==> src/i2c_settings.svh <==
`ifndef I2C_SETTINGS_SVH
`define I2C_SETTINGS_SVH

// Bus field widths
`define I2C_BYTE_W      8
`define I2C_DEV_W       7

// Clock phases in one SCL symbol
`define I2C_PHASES      4

// Host register map
`define I2C_HOST_ADDR_W 3
`define REG_CTRL        3'd0
`define REG_DEV         3'd1
`define REG_SUB         3'd2
`define REG_WDATA       3'd3
`define REG_STATUS      3'd4
`define REG_RDATA       3'd5

`endif
==> src/i2cPkg.sv <==
`include "i2c_settings.svh"

package i2cPkg;

    typedef logic [`I2C_BYTE_W-1:0]      i2cByte_t;
    typedef logic [`I2C_DEV_W-1:0]       devAddr_t;
    typedef logic [`I2C_HOST_ADDR_W-1:0] hostAddr_t;

    // Symbols the byte engine puts on the bus
    typedef enum logic [2:0] {
        cmdStart,
        cmdRestart,
        cmdStop,
        cmdWriteByte,
        cmdReadByte
    } byteCmd_t;

    typedef enum logic [3:0] {
        seqIdle,
        seqStart,
        seqDevWrite,
        seqSubAddr,
        seqWriteData,
        seqRestart,
        seqDevRead,
        seqReadData,
        seqStop
    } seqState_t;

    typedef enum logic [1:0] {
        engIdle,
        engCondition,
        engShift,
        engAck
    } engState_t;

endpackage

==> src/i2cInterfaces.sv <==
`timescale 1ns/1ps

// Transaction request and result between register block and sequencer
interface i2cCmdIf;
    import i2cPkg::*;

    logic     go;
    logic     isRead;
    devAddr_t devAddr;
    i2cByte_t subAddr;
    i2cByte_t wrData;
    logic     busy;
    logic     done;
    i2cByte_t rdData;
    logic     nack;

    modport regs (
        output go, isRead, devAddr, subAddr, wrData,
        input  busy, done, rdData, nack
    );

    modport seq (
        input  go, isRead, devAddr, subAddr, wrData,
        output busy, done, rdData, nack
    );
endinterface

// One bus symbol per request
interface i2cByteIf;
    import i2cPkg::*;

    byteCmd_t cmd;
    i2cByte_t txByte;
    logic     req;
    logic     ready;
    logic     ack;
    i2cByte_t rxByte;
    logic     symDone;

    modport seq (
        output cmd, txByte, req,
        input  ready, ack, rxByte, symDone
    );

    modport engine (
        input  cmd, txByte, req,
        output ready, ack, rxByte, symDone
    );
endinterface

==> src/i2cMaster.sv <==
`timescale 1ns/1ps

module i2cMaster (
    input  logic              FSM_Clk,
    input  logic              reset,
    input  logic              hostWrite,
    input  i2cPkg::hostAddr_t hostAddr,
    input  i2cPkg::i2cByte_t  hostWrData,
    input  i2cPkg::hostAddr_t hostRdAddr,
    output i2cPkg::i2cByte_t  hostRdData,
    output logic              scl,
    output logic              sdaPullLow,
    input  logic              sdaIn
);

    i2cCmdIf  cmdBus ();
    i2cByteIf byteBus ();

    // Host register block
    i2cRegs regsInst (
        .FSM_Clk    (FSM_Clk),
        .reset      (reset),
        .hostWrite  (hostWrite),
        .hostAddr   (hostAddr),
        .hostWrData (hostWrData),
        .hostRdAddr (hostRdAddr),
        .hostRdData (hostRdData),
        .cmd        (cmdBus)
    );

    i2cSequencer seqInst (
        .FSM_Clk (FSM_Clk),
        .reset   (reset),
        .cmd     (cmdBus),
        .bus     (byteBus)
    );

    // Drives the pins
    i2cByteEngine engineInst (
        .FSM_Clk    (FSM_Clk),
        .reset      (reset),
        .bus        (byteBus),
        .scl        (scl),
        .sdaPullLow (sdaPullLow),
        .sdaIn      (sdaIn)
    );

endmodule

==> src/i2cByteEngine.sv <==
`timescale 1ns/1ps
`include "i2c_settings.svh"

module i2cByteEngine (
    input  logic     FSM_Clk,
    input  logic     reset,
    i2cByteIf.engine bus,
    output logic     scl,
    output logic     sdaPullLow,
    input  logic     sdaIn
);
    import i2cPkg::*;

    localparam int phaseW = $clog2(`I2C_PHASES);
    localparam int bitW   = $clog2(`I2C_BYTE_W);
    localparam logic [phaseW-1:0] lastPhase   = phaseW'(`I2C_PHASES - 1);
    localparam logic [phaseW-1:0] samplePhase = phaseW'(2);
    localparam logic [bitW-1:0]   lastBit     = bitW'(`I2C_BYTE_W - 1);

    // Bit n of each condition waveform is the level in phase n
    localparam logic [`I2C_PHASES-1:0] startScl    = 4'b0111;
    localparam logic [`I2C_PHASES-1:0] startPull   = 4'b1110;
    localparam logic [`I2C_PHASES-1:0] restartScl  = 4'b0110;
    localparam logic [`I2C_PHASES-1:0] restartPull = 4'b1100;
    localparam logic [`I2C_PHASES-1:0] stopScl     = 4'b1110;
    localparam logic [`I2C_PHASES-1:0] stopPull    = 4'b0011;

    engState_t              state;
    byteCmd_t               curCmd;
    logic [phaseW-1:0]      phase;
    logic [bitW-1:0]        bitCnt;
    i2cByte_t               shiftReg;
    logic                   ackReg;
    logic                   readyReg;
    logic                   doneReg;
    logic                   accept;
    logic [`I2C_PHASES-1:0] condScl;
    logic [`I2C_PHASES-1:0] condPull;

    assign accept = (state == engIdle) && bus.req;

    always_comb begin
        case (curCmd)
            cmdStart: begin
                condScl  = startScl;
                condPull = startPull;
            end
            cmdRestart: begin
                condScl  = restartScl;
                condPull = restartPull;
            end
            default: begin
                condScl  = stopScl;
                condPull = stopPull;
            end
        endcase
    end

    always_ff @(posedge FSM_Clk) begin
        if (reset) begin
            state      <= engIdle;
            phase      <= '0;
            bitCnt     <= '0;
            readyReg   <= 1'b1;
            doneReg    <= 1'b0;
            scl        <= 1'b1;
            sdaPullLow <= 1'b0;
        end else begin
            doneReg <= 1'b0;
            phase   <= (phase == lastPhase) ? '0 : phase + 1'b1;
            case (state)
                engIdle: begin
                    phase  <= '0;
                    bitCnt <= '0;
                    if (bus.req) begin
                        readyReg <= 1'b0;
                        if ((bus.cmd == cmdWriteByte) || (bus.cmd == cmdReadByte)) begin
                            state <= engShift;
                        end else begin
                            state <= engCondition;
                        end
                    end
                end
                engCondition: begin
                    scl        <= condScl[phase];
                    sdaPullLow <= condPull[phase];
                    if (phase == lastPhase) begin
                        state    <= engIdle;
                        readyReg <= 1'b1;
                        doneReg  <= 1'b1;
                    end
                end
                engShift: begin
                    case (phase)
                        0: begin
                            scl        <= 1'b0;
                            sdaPullLow <= ~shiftReg[`I2C_BYTE_W-1];
                        end
                        1, 2:    scl <= 1'b1;
                        default: scl <= 1'b0;
                    endcase
                    if (phase == lastPhase) begin
                        bitCnt <= bitCnt + 1'b1;
                        if (bitCnt == lastBit) begin
                            state <= engAck;
                        end
                    end
                end
                engAck: begin
                    // Releasing SDA here also gives the NACK after a read
                    case (phase)
                        0: begin
                            scl        <= 1'b0;
                            sdaPullLow <= 1'b0;
                        end
                        1, 2:    scl <= 1'b1;
                        default: scl <= 1'b0;
                    endcase
                    if (phase == lastPhase) begin
                        state    <= engIdle;
                        readyReg <= 1'b1;
                        doneReg  <= 1'b1;
                    end
                end
                default: state <= engIdle;
            endcase
        end
    end

    always_ff @(posedge FSM_Clk) begin
        if (accept) begin
            curCmd   <= bus.cmd;
            // All ones keeps SDA released while a read shifts in
            shiftReg <= (bus.cmd == cmdReadByte) ? '1 : bus.txByte;
        end else if (phase == samplePhase) begin
            if (state == engShift) begin
                shiftReg <= {shiftReg[`I2C_BYTE_W-2:0], sdaIn};
            end
            if (state == engAck) begin
                ackReg <= sdaIn;
            end
        end
    end

    assign bus.ready   = readyReg;
    assign bus.symDone = doneReg;
    assign bus.ack     = ackReg;
    assign bus.rxByte  = shiftReg;

endmodule

==> src/i2cSequencer.sv <==
`timescale 1ns/1ps

module i2cSequencer (
    input logic   FSM_Clk,
    input logic   reset,
    i2cCmdIf.seq  cmd,
    i2cByteIf.seq bus
);
    import i2cPkg::*;

    seqState_t state;
    seqState_t nextState;
    byteCmd_t  cmdSel;
    i2cByte_t  txSel;
    i2cByte_t  rdReg;
    logic      byteSent;
    logic      pending;
    logic      reqNow;
    logic      busyReg;
    logic      doneReg;
    logic      nackReg;

    // Bytes whose acknowledge slot decides the path
    assign byteSent = (state == seqDevWrite) || (state == seqSubAddr) ||
                      (state == seqWriteData) || (state == seqDevRead);

    always_comb begin
        case (state)
            seqStart:     nextState = seqDevWrite;
            seqDevWrite:  nextState = seqSubAddr;
            seqSubAddr:   nextState = cmd.isRead ? seqRestart : seqWriteData;
            seqWriteData: nextState = seqStop;
            seqRestart:   nextState = seqDevRead;
            seqDevRead:   nextState = seqReadData;
            seqReadData:  nextState = seqStop;
            default:      nextState = seqIdle;
        endcase
        // Missing acknowledge closes the bus
        if (byteSent && bus.ack) begin
            nextState = seqStop;
        end
    end

    // One engine command per state
    always_comb begin
        txSel  = cmd.subAddr;
        cmdSel = cmdWriteByte;
        case (state)
            seqStart:     cmdSel = cmdStart;
            seqDevWrite:  txSel  = {cmd.devAddr, 1'b0};
            seqWriteData: txSel  = cmd.wrData;
            seqRestart:   cmdSel = cmdRestart;
            seqDevRead:   txSel  = {cmd.devAddr, 1'b1};
            seqReadData:  cmdSel = cmdReadByte;
            seqStop:      cmdSel = cmdStop;
            default:      ;
        endcase
    end

    assign reqNow = pending && bus.ready;

    always_ff @(posedge FSM_Clk) begin
        if (reset) begin
            state   <= seqIdle;
            pending <= 1'b0;
            busyReg <= 1'b0;
            doneReg <= 1'b0;
            nackReg <= 1'b0;
        end else begin
            doneReg <= 1'b0;
            if (reqNow) begin
                pending <= 1'b0;
            end
            if (state == seqIdle) begin
                if (cmd.go) begin
                    state   <= seqStart;
                    pending <= 1'b1;
                    busyReg <= 1'b1;
                    nackReg <= 1'b0;
                end
            end else if (bus.symDone) begin
                state   <= nextState;
                pending <= (nextState != seqIdle);
                if (byteSent && bus.ack) begin
                    nackReg <= 1'b1;
                end
                if (nextState == seqIdle) begin
                    busyReg <= 1'b0;
                    doneReg <= 1'b1;
                end
            end
        end
    end

    always_ff @(posedge FSM_Clk) begin
        if (bus.symDone && (state == seqReadData)) begin
            rdReg <= bus.rxByte;
        end
    end

    assign bus.cmd    = cmdSel;
    assign bus.txByte = txSel;
    assign bus.req    = reqNow;
    assign cmd.busy   = busyReg;
    assign cmd.done   = doneReg;
    assign cmd.nack   = nackReg;
    assign cmd.rdData = rdReg;

endmodule

==> src/i2cRegs.sv <==
`timescale 1ns/1ps
`include "i2c_settings.svh"

module i2cRegs (
    input  logic              FSM_Clk,
    input  logic              reset,
    input  logic              hostWrite,
    input  i2cPkg::hostAddr_t hostAddr,
    input  i2cPkg::i2cByte_t  hostWrData,
    input  i2cPkg::hostAddr_t hostRdAddr,
    output i2cPkg::i2cByte_t  hostRdData,
    i2cCmdIf.regs             cmd
);
    import i2cPkg::*;

    devAddr_t devReg;
    i2cByte_t subReg;
    i2cByte_t wrReg;
    i2cByte_t rdReg;
    logic     readReg;
    logic     goReg;
    logic     nackReg;
    logic     busyView;
    logic     launch;

    // Host view of busy includes the go and done cycles
    assign busyView = goReg | cmd.busy | cmd.done;
    assign launch   = hostWrite && (hostAddr == `REG_CTRL) && hostWrData[0] && !busyView;

    always_ff @(posedge FSM_Clk) begin
        if (hostWrite) begin
            case (hostAddr)
                `REG_DEV:   devReg <= hostWrData[`I2C_DEV_W-1:0];
                `REG_SUB:   subReg <= hostWrData;
                `REG_WDATA: wrReg  <= hostWrData;
                default:    ;
            endcase
        end
        if (launch) begin
            readReg <= hostWrData[1];
        end
        if (cmd.done) begin
            rdReg <= cmd.rdData;
        end
    end

    always_ff @(posedge FSM_Clk) begin
        if (reset) begin
            goReg   <= 1'b0;
            nackReg <= 1'b0;
        end else begin
            goReg <= launch;
            if (cmd.done) begin
                nackReg <= cmd.nack;
            end
        end
    end

    assign cmd.go      = goReg;
    assign cmd.isRead  = readReg;
    assign cmd.devAddr = devReg;
    assign cmd.subAddr = subReg;
    assign cmd.wrData  = wrReg;

    // Host readback
    always_comb begin
        case (hostRdAddr)
            `REG_DEV:    hostRdData = {{(`I2C_BYTE_W-`I2C_DEV_W){1'b0}}, devReg};
            `REG_SUB:    hostRdData = subReg;
            `REG_WDATA:  hostRdData = wrReg;
            `REG_STATUS: hostRdData = {{(`I2C_BYTE_W-2){1'b0}}, nackReg, busyView};
            `REG_RDATA:  hostRdData = rdReg;
            default:     hostRdData = '0;
        endcase
    end

endmodule

==> config.mk <==
export PLATFORM = sky130hd
export DESIGN_NAME = i2cMaster
export DESIGN_NICKNAME = d
export VERILOG_FILES = /design/src/i2cPkg.sv /design/src/i2cInterfaces.sv /design/src/i2cMaster.sv /design/src/i2cByteEngine.sv /design/src/i2cSequencer.sv /design/src/i2cRegs.sv
export VERILOG_INCLUDE_DIRS = /design/src
export SDC_FILE = /design/constraint.sdc
export NUM_CORES = 1
export LEC_CHECK = 0
export BUFFER_PORTS_ARGS = -buffer_cell sky130_fd_sc_hd__buf_2
export CAP_MARGIN = 20
export CORE_MARGIN = 2
export CORE_UTILIZATION = 40
export CTS_BUF_LIST = sky130_fd_sc_hd__clkbuf_16
export DETAILED_ROUTE_END_ITERATION = 16
export GPL_ROUTABILITY_DRIVEN = 0
export SLEW_MARGIN = 10
export SYNTH_ARGS = -nofsm -noshare
export SYNTH_HDL_FRONTEND = slang
export SYNTH_HIERARCHICAL = 1
export SYNTH_SLANG_ARGS = --single-unit
==> constraint.sdc <==
create_clock -name FSM_Clk -period 5.5 [get_ports FSM_Clk]
set_input_delay 1.1 -clock FSM_Clk [delete_from_list [all_inputs] [get_ports FSM_Clk]]
set_output_delay 1.1 -clock FSM_Clk [all_outputs]
set_load 0.05 [all_outputs]
==> metrics.md, run 1 <==
| Metric | Value |
|---|---|
| Clock sink count | between 70 and 80 |
| Outcome | finished clean |
| Max Cap Viol | 0 |
| GRT Total Usage | 0.1574 |
| Crit-path slowest cell | nor2b_1 |
| Relative max-transition margin | 0.4038 |
| Power per Cell Area | 316.9 nW/um^2 |
| Vias in the first global route | 2104 |
| Levels on crit path | 5 |
| Wire per inst | 16.60 um |
| Clock-pin slew on the worst setup and hold paths | 0.06 ns |
| Post-Route WL | 6.689 mm |
| Worst path required time | 4.40 ns |
| Worst-margin pin slew | 0.8904 ns |
| Leading area contributor after synthesis | edfxtp_1 |
| Number of antenna-violating nets in the routed design | 0 |
| Residual DRC | 0 |
| Worst hold path class | reg2reg |
| Core footprint | 8217 um^2 |
| Synth top area share | 0.4583 |
| Final global-route overflow total | 0 |
| Die area | 9272 um^2 |
| Syn_nets | roughly 290 |
| DRT iter0 DRCs | 135 |
| Worst EP arrival | between 2 and 2.5 ns |
| Sequential fraction of the synthesis area | 0.5817 |
| Combinational share of power | 0.047 |
| FFs w/ async S/R, synth | 0 |
| Setup ws final | 2.091 ns |
| Sum Neg Setup Slack | 0 ns |
| N_diodes | 0 |
| Setup WS pre-CTS | 2.087 ns |
| Period utilisation layout | 0.6199 |
| Mapped cell area | 3407 um^2 |
| Post-synth EDFFs | 52 |
| Horiz. Die Dim | 96.29 um |
| Final hold slack | about 0.42 ns |
| Ys flop type | edfxtp_1 |
| Cell repeated most along the worst path | buf_2 |
| Seq pwr share | 0.483 |
| Fmax | between 0.2 and 0.3 GHz |
| Synth warn | 6 |
| TritonCTS clock tree | done |
| Clock tree root buffer cell | clkbuf_16 |
| Static leakage | 0.001401 uW |
| Clock power share | 0.470 |
| Global-route wire length before repair | approximately 11 mm |
| Syn Inst Count | ~270 |
| Initial antenna violation count | 0 |
| Clk_skew | approximately 0.0074 ns |
| Switch Pwr | 269.6 uW |
| #FFs+latches synth | 73 |
| Fin. Hold Viols | 0 |
| H-tree depth | 3 |
| Largest net degree at the start of global routing | 21 |
| Max VDD drop | 0.1454 mV |
| Synth area leaders | edfxtp_1 (46%), dfxtp_1 (12%), mux2i_1 (2.6%), a22o_2 (2.1%), o22a_1 (2.1%) |
| DP Wirelength | ~4.7 mm |
| Clock latency on the worst-skew pair | 0.33 ns |
| CP max FO | 10 |
| # hold bufs at CTS | 0 |
| Drt pass-1 iters | 4 |
| Standard-cell rows | 33 |
| Reg2reg path depth | 6 |
| Fin crit period | 3.409 ns |
| WHS Path Cells | 0 |
| Post-synth cell types | 64 |
| Vias/cell | ~5.4 |
| Nets | 316 |
| Num ports | 28 |
| RSZ-0062 raised after global routing | false |
| Port Buf Inserts | 27 |
| Cell family with most CP delay | buffers and inverters |
| PostCTS Resize Cnt | 0 |
| Area grow syn2layout | 14.36% |
| Share of cells above drive strength 1 | 0.2248 |
| CP peak stage delay | 0.40 ns |
| CP Launch Type | input port |
| Final Max Tran Viols | 0 |
| # setup viols final | 0 |
| Buf+Inv Stages, Crit Path | 2 |
| Post-CTS Setup Repair Bufs | 0 |
| Net Sw Frac | 0.2183 |
| CP Capture Type | output pin |
| Mean Syn Cell Area | 12.71 um^2 |
| Initial core utilization | 0.4146 |
| CP Cell Sequence | buf_2, nor2b_1, a221oi_1, a31oi_1, buf_2 |
| Int Pwr | 965.3 uW |
| Total CTS buffers | 9 |
| Die Ht | 96.29 um |
| Setup CP Type | in2out |
| Pwr Total | 1235 uW |
| Vias | ~2200 |
| Max Buffers Root-to-Sink | 2 |
[cell type report]
type / count / area (um^2)
Fill cell: 712 / 4320
Sequential cell: 73 / 1982
Multi-Input combinational cell: 172 / 1304
Clock buffer: 9 / 225.2
Timing Repair Buffer: 28 / 142.6
Tap cell: 105 / 131.4
Clock inverter: 7 / 77.57
Inverter: 9 / 33.78
[worst paths after layout]
| path | slack, ns | start | endpoint |
|---|---|---|---|
| worst max register to register | 3.18 | seqInst/state[1]$_SDFFE_PP0P_ | engineInst/bus.rxByte[1]$_DFFE_PP_ |
| worst min-delay path | 0.42 | seqInst/cmd.rdData[2]$_DFFE_PP_ | regsInst/rdReg[2]$_DFFE_PP_ |
| worst max-delay path | 2.09 | hostRdAddr[1] | hostRdData[1] |
| worst min register to register | 0.42 | seqInst/cmd.rdData[2]$_DFFE_PP_ | regsInst/rdReg[2]$_DFFE_PP_ |
[registers in the layout (all words and copies together) (netlist names), 2 cells and up]
name / count
seqInst/cmd.rdData: 8
engineInst/bus.rxByte: 8
regsInst/cmd.devAddr: 7
engineInst/bitCnt: 3
engineInst/curCmd: 3
regsInst/cmd.wrData: 8
regsInst/cmd.subAddr: 8
engineInst/phase: 2
engineInst/state: 2
seqInst/state: 4
regsInst/rdReg: 8
[cells by family (layout without fill, tap and decap cells)]
kind of cell | count (synthesis) | in the layout | synth area share
buffers and inverters | 23 | 53 | 0.03562
AOI/OAI and AO/OA | 71 | 71 | 0.1642
xor gates and xnor gates | 1 | 1 | 0.002571
muxes | 12 | 12 | 0.03636
DFF | 73 | 73 | 0.5817
and+or+nand+nor | 83 | 83 | 0.1612
adders and majority gates | 5 | 5 | 0.01836
[power groups by stage]
stage               sequential (uW)  clock (uW)  combinational [uW]
global route                    597         615                63.4
floorplan                       607           0                40.0
finish                          597         580                58.3
detailed placement              608           0                58.6
global placement                608           0                58.3
CTS                             596         591                58.7
[cells in the final DEF, fill, tap and decap left out, types with 3 or more instances in the layout]
cell type	synthesis	layout
nor2b_1	9	9
a22o_2	7	7
a21oi_1	8	8
o21ai_1	3	3
clkbuf_16	0	9
nand3_1	6	6
o22a_1	8	8
o211ai_1	4	4
dfxtp_1	21	21
mux2i_1	9	9
buf_2	6	27
a21o_1	8	8
nor3_1	4	4
ha_1	5	5
nand3b_1	3	3
edfxtp_1	52	52
a22oi_1	3	3
inv_1	9	9
nor2_1	13	13
nor4_1	3	3
nand2b_1	5	5
o21ai_0	6	6
a31oi_1	4	4
nand2_1	15	15
clkinvlp_4	0	4
and3_1	4	4
[per-layer routing]
metal | vias up | GRT usage | routed length [um]
met5 | - | 0 | 0
met4 | 0 | 0.04930 | 30
met3 | 2 | 0.04542 | 387
met2 | 57 | 0.2390 | 2983
met1 | 1058 | 0.2180 | 3288
li1 | 1070 | - | -
[cells in the mapped netlist (3+ instances only)]
master,instances
inv_1,9
mux2i_1,9
buf_2,6
a21oi_1,8
a22oi_1,3
a22o_2,7
o211ai_1,4
nor4_1,3
nand3_1,6
nand2_1,15
buf_4,3
nand2b_1,5
nor2b_1,9
o21ai_1,3
o22a_1,8
o21ai_0,6
a31oi_1,4
nand3b_1,3
a21o_1,8
dfxtp_1,21
nor2_1,13
ha_1,5
edfxtp_1,52
nor3_1,4
and3_1,4
[metrics by stage]
| step | util | cells | cell area [um^2] |
|---|---|---|---|
| floorplan | - | 268 | 3407 |
| global placement | 0.4373 | 387 | 3593 |
| detailed placement | 0.4373 | 387 | 3593 |
| CTS | 0.4742 | 403 | 3896 |
| global route | 0.4742 | 403 | 3896 |
| finish | 0.4742 | 403 | 3896 |
(Power assumes the default switching activity.)
==> inputs of run 2 (changes only) <==
clock period = 3.2 ns   (was 5.5 ns; I/O delays follow)
==> run 2 against run 1 <==
Non-clock buffer count up 2. Total power up 69%. Clock power up 65%. Combinational power up 73%. Register-to-register slack worse by 2.2 ns. Critical path depth unchanged. Largest cell class unchanged. Highest routed layer unchanged.
==> metrics.md, run 2 (synthesized netlist as in run 1, its figures left out) <==
| Metric | Value |
|---|---|
| Worst hold path class | reg2reg |
| Seq pwr share | 0.492 (+0.009) |
| Nets | 318 (+0.63%) |
| Clk_skew | 0.004112 ns (-0.003304 ns) |
| Pwr Total | 2084 uW (+69%) |
| Global-route wire length before repair | 10.81 mm (about the same) |
| # hold bufs at CTS | 0 (unchanged) |
| RSZ-0062 raised after global routing | false |
| CP peak stage delay | 0.39 ns (about the same) |
| Post-Route WL | 6.701 mm (+0.18%) |
| Die area | 9272 um^2 (unchanged) |
| Max Cap Viol | 0 (unchanged) |
| Clock tree root buffer cell | clkbuf_16 |
| Standard-cell rows | 33 (unchanged) |
| Clock sink count | 73 (unchanged) |
| Clock power share | 0.460 (-0.010) |
| Post-CTS Setup Repair Bufs | 0 (unchanged) |
| Wire per inst | 16.55 um (-0.32%) |
| Period utilisation layout | 0.7816 |
| Clock-pin slew on the worst setup and hold paths | 0.05 ns (about the same) |
| N_diodes | 0 (unchanged) |
| Final Max Tran Viols | 0 (unchanged) |
| Fin. Hold Viols | 0 (unchanged) |
| Vias | 2214 (+1.2%) |
| Combinational share of power | 0.048 (about the same) |
| Final global-route overflow total | 0 (unchanged) |
| Initial core utilization | 0.4146 (unchanged) |
| Most common cell after layout, fill and taps aside | edfxtp_1 |
| Switch Pwr | 438.6 uW (+63%) |
| Worst-margin pin slew | 0.7690 ns (-0.1215 ns) |
| # setup viols final | 0 (unchanged) |
| Num ports | 28 (unchanged) |
| Horiz. Die Dim | 96.29 um (unchanged) |
| Int Pwr | 1646 uW (+70%) |
| CP Launch Type | input port |
| Relative max-transition margin | 0.4855 (+0.08168) |
| Worst path required time | 2.56 ns (-1.84 ns) |
| Cell repeated most along the worst path | buf_2 |
| Clock latency on the worst-skew pair | 0.32 ns (about the same) |
| Cell family with most CP delay | buffers and inverters |
| Total CTS buffers | 9 (unchanged) |
| Max Buffers Root-to-Sink | 2 (unchanged) |
| Vias/cell | 5.467 (+0.73%) |
| CP Capture Type | output pin |
| Drt pass-1 iters | 4 (unchanged) |
| Static leakage | 0.001419 uW (+1.3%) |
| Fmax | 0.3998 GHz |
| Power per Cell Area | 535.1 nW/um^2 (+69%) |
| Most frequent cells in the layout | edfxtp_1 (52), buf_2 (27), dfxtp_1 (21) |
| DP Wirelength | 4.587 mm (-2.0%) |
| Post-Layout Cell Count | 405 (+0.50%) |
| Setup CP Type | in2out |
| Core footprint | 8217 um^2 (unchanged) |
| Final hold slack | 0.4182 ns (-0.002439 ns) |
| Fin crit period | ~2.5 ns |
| CP Cell Sequence | buf_2, nor2b_1, a221oi_1, a31oi_1, buf_2 |
| Vias in the first global route | 2112 (+0.38%) |
| Share of cells above drive strength 1 | 0.2267 (+0.001834) |
| # fillers | 733 (+2.9%) |
| Outcome | finished clean |
| CP max FO | 10 (unchanged) |
| TritonCTS clock tree | done |
| Buf+Inv Stages, Crit Path | 2 (unchanged) |
| Die Ht | 96.29 um (unchanged) |
| GRT Total Usage | 0.1563 (-0.001153) |
| PostCTS Resize Cnt | 0 (unchanged) |
| Largest net degree at the start of global routing | 21 (unchanged) |
| Initial antenna violation count | 0 (unchanged) |
| Area grow syn2layout | 14.32% (about the same) |
| Max VDD drop | 0.2239 mV (+54%) |
| Dpl cells | 389 (+0.52%) |
| Sum Neg Setup Slack | 0 ns (unchanged) |
| H-tree depth | 3 (unchanged) |
| Number of antenna-violating nets in the routed design | 0 (unchanged) |
| Port Buf Inserts | 27 (unchanged) |
| DRT iter0 DRCs | 155 (+15%) |
| Net Sw Frac | 0.2104 (-0.007851) |
| Crit-path slowest cell | nor2b_1 |
| Worst EP arrival | 1.86 ns (-0.45 ns) |
| Residual DRC | 0 (unchanged) |
-- run 2: cell types whose count changed in the layout (fill, tap and decap cells not counted), sizes merged --
cell / delta
buf: +2
clkinv: +5
clkinvlp: -3
inv: -2
-- run 2: cell type report --
cell class	count	area (um^2)	share of cell area
flip-flops and latches	73	1982	0.5088
well taps	105	131.4	0.03373
inverters	9	33.78	0.008673
clock buffers	9	225.2	0.05782
repair buffers	30	157.7	0.04048
multi-input cells	172	1304	0.3347
clock inverters	7	61.31	0.01574
-- run 2: metal layers --
metal	track usage	wire (um)	vias up	part of all wire
met5	0	0	-	0
met4	0.04225	30	0	0.0045
met3	0.04855	453	2	0.068
met2	0.2257	3006	66	0.45
met1	0.2268	3210	1069	0.48
li1	-	-	1077	-
-- run 2: worst paths after layout --
kind / slack [ns] / endpoint / from / depth (start not counted)
setup reg to reg: 1.02 / engineInst/bus.rxByte[6]$_DFFE_PP_ / seqInst/state[3]$_SDFFE_PP0P_ / 6
setup / recovery: 0.70 / hostRdData[1] / hostRdAddr[1] / 5
hold / removal: 0.42 / regsInst/rdReg[1]$_DFFE_PP_ / seqInst/cmd.rdData[1]$_DFFE_PP_ / 0
hold reg to reg: 0.42 / regsInst/rdReg[1]$_DFFE_PP_ / seqInst/cmd.rdData[1]$_DFFE_PP_ / 0
-- run 2: through the flow --
step	setup WS, ns	area [um^2]	util
2_1_floorplan	0.5089	3407	-
4_1_cts	0.6980	3895	0.4740
5_1_grt	0.4957	3895	0.4740
3_5_place_dp	0.7006	3608	0.4392
3_3_place_gp	0.7521	3608	0.4392
6_report	0.6989	3895	0.4740
-- run 2: power groups by stage --
stage / combinational (uW) / clock, uW / sequential (uW)
after floorplan: 68.8 / 0 / 1040
after global placement: 100 / 0 / 1050
after detailed placement: 101 / 0 / 1050
after CTS: 102 / 982 / 1030
after global routing: 109 / 1030 / 1030
final: 101 / 958 / 1030
==> inputs of run 3 (changes only) <==
clock period = 2.5 ns   (was 3.2 ns; I/O delays follow)
==> run 3 against run 2 <==
Critical path depth unchanged. Design area up 1.0%. Sequential share of layout area down 0.52 points. Total power up 25%. Setup slack worse by 0.43 ns. Flip-flop and latch count unchanged. Highest routed layer unchanged.
==> metrics.md, run 3 (synthesized netlist as in run 1, its figures left out) <==
| Metric | Value |
|---|---|
| Outcome | finished clean |
| Post-CTS Setup Repair Bufs | 0 (unchanged) |
| Max Cap Viol | 0 (unchanged) |
| # setup viols final | 0 (unchanged) |
| CP Launch Type | input port |
| Largest net degree at the start of global routing | 21 (unchanged) |
| Most common cell after layout, fill and taps aside | edfxtp_1 |
| Clock-pin slew on the worst setup and hold paths | 0.05 ns (about the same) |
| Post-Route WL | 7.040 mm (+5.1%) |
| Wire per inst | 17.09 um (+3.3%) |
| Final Max Tran Viols | 0 (unchanged) |
| Fmax | 0.4483 GHz |
| Post-Layout Cell Count | 412 (+1.7%) |
| Final global-route overflow total | 0 (unchanged) |
| Met2 Track Usage GR | 0.2483 (+0.02257) |
| Clk_skew | 0.006054 ns (+0.001942 ns) |
| Fin crit period | 2.231 ns |
| TritonCTS clock tree | done |
| Nets | 325 (+2.2%) |
| Cell repeated most along the worst path | buf_2 |
| Max Buffers Root-to-Sink | 2 (unchanged) |
| Worst-margin pin slew | 0.6106 ns (-0.1584 ns) |
| Relative max-transition margin | 0.5914 (+0.1060) |
| # hold bufs at CTS | 0 (unchanged) |
| CP Capture Type | output pin |
| Initial antenna violation count | 0 (unchanged) |
| DP Wirelength | 4.865 mm (+6.1%) |
| Drt pass-1 iters | 4 (unchanged) |
| PostCTS Resize Cnt | 0 (unchanged) |
| GRT busiest layer | met2 |
| Setup WS pre-CTS | 0.2826 ns (-0.4179 ns) |
| Share of cells above drive strength 1 | 0.2378 (+0.01112) |
| GRT Total Usage | 0.1653 (+0.009022) |
| Port Buf Inserts | 27 (unchanged) |
| Number of antenna-violating nets in the routed design | 0 (unchanged) |
| Die Ht | 96.29 um (unchanged) |
| Initial core utilization | 0.4146 (unchanged) |
| Setup CP Type | in2out |
| Fin. Hold Viols | 0 (unchanged) |
| Dpl cells | 396 (+1.8%) |
| Met1 Use GR | 0.2346 (+0.007746) |
| Die area | 9272 um^2 (unchanged) |
| Period utilisation layout | 0.8923 |
| RSZ-0062 raised after global routing | false |
| Vias/cell | 5.476 (+0.17%) |
| Setup ws final | 0.2693 ns (-0.4296 ns) |
| Sum Neg Setup Slack | 0 ns (unchanged) |
| Clock tree root buffer cell | clkbuf_16 |
| Crit-path slowest cell | nor2b_1 |
| Static leakage | 0.001458 uW (+2.8%) |
| Residual DRC | 0 (unchanged) |
| Vias in the first global route | 2198 (+4.1%) |
| H-tree depth | 3 (unchanged) |
| Power per Cell Area | 662.0 nW/um^2 (+24%) |
| CP Cell Sequence | buf_2, nor2b_1, a221oi_1, a31oi_1, buf_2 |
| CP peak stage delay | 0.38 ns (about the same) |
| Area of the multi-input gates | 1304 um^2 (unchanged) |
| Total CTS buffers | 9 (unchanged) |
| # fillers | 720 (-1.8%) |
| DRT iter0 DRCs | 140 (-9.7%) |
| Met3 Track Usage GR | 0.04933 (+0.0007831) |
| Cell family with most CP delay | buffers and inverters |
| Worst EP arrival | 1.73 ns (-0.13 ns) |
| Vias | 2256 (+1.9%) |
| Worst hold path class | in2reg |
| Buf+Inv Stages, Crit Path | 2 (unchanged) |
| CP max FO | 10 (unchanged) |
| Standard-cell rows | 33 (unchanged) |
| Core footprint | 8217 um^2 (unchanged) |
| N_diodes | 0 (unchanged) |
| Clock sink count | 73 (unchanged) |
| Num ports | 28 (unchanged) |
| Sequential cell area | 1982 um^2 (unchanged) |
| Horiz. Die Dim | 96.29 um (unchanged) |
| Global-route wire length before repair | 11.28 mm (+4.3%) |
| Worst path required time | 2.00 ns (-0.56 ns) |
| Max VDD drop | 0.3960 mV (+77%) |
| Most frequent cells in the layout | edfxtp_1 (52), buf_2 (27), dfxtp_1 (21) |
| Area grow syn2layout | 15.50% |
| Clock latency on the worst-skew pair | 0.32 ns (about the same) |
## run 3: area by class of cell
cell class,count,area share
multi-input combinational,172,0.3313
clock inverter,6,0.006041
tap,105,0.03339
inverter,9,0.008585
timing repair buffer,37,0.05342
clock buffer,10,0.06359
sequential,73,0.5037
## run 3: layer usage
layer / part of all wire / wire (um)
met5: 0 / 0
met4: 0.0091 / 64
met3: 0.064 / 449
met2: 0.45 / 3157
met1: 0.48 / 3367
## run 3: worst reg2reg max path, delay by kind of cell (launching register included)
kind | cells | cell delay [ns]
AO/OA/AOI/OAI | 4 | 0.99
AND/OR/NAND/NOR | 1 | 0.05
buffers and inverters | 1 | 0.16
flip-flops | 1 | 0.67
## run 3: path summary, 6_finish.rpt
check                           cells after the start  slack (ns)                             from                            endpoint
worst min register to register                      0        0.42  seqInst/cmd.rdData[2]$_DFFE_PP_         regsInst/rdReg[2]$_DFFE_PP_
worst max-delay path                                5        0.27                    hostRdAddr[1]                       hostRdData[1]
worst min-delay path                                1        0.38                    hostWrData[3]   regsInst/cmd.devAddr[3]$_DFFE_PP_
worst max register to register                      6        0.38    seqInst/state[3]$_SDFFE_PP0P_  engineInst/bus.rxByte[5]$_DFFE_PP_
## run 3: power breakdown
group          total, uW  internal (uW)  switching, uW
Clock               1160            713            447
Combinational        133           43.8           89.3
Sequential          1310           1300           8.16
## run 3: per-stage QoR
step           instance area (um^2)  power, uW  hold WS (ns)  utilization
3_3_place_gp                   3661       1469        0.4010       0.4456
6_report                       3935       2605        0.3804       0.4789
4_1_cts                        3935       2629        0.3688       0.4789
5_1_grt                        3935       2709        0.3685       0.4789
2_1_floorplan                  3407       1423        0.4003            -
3_5_place_dp                   3661       1470        0.4057       0.4456
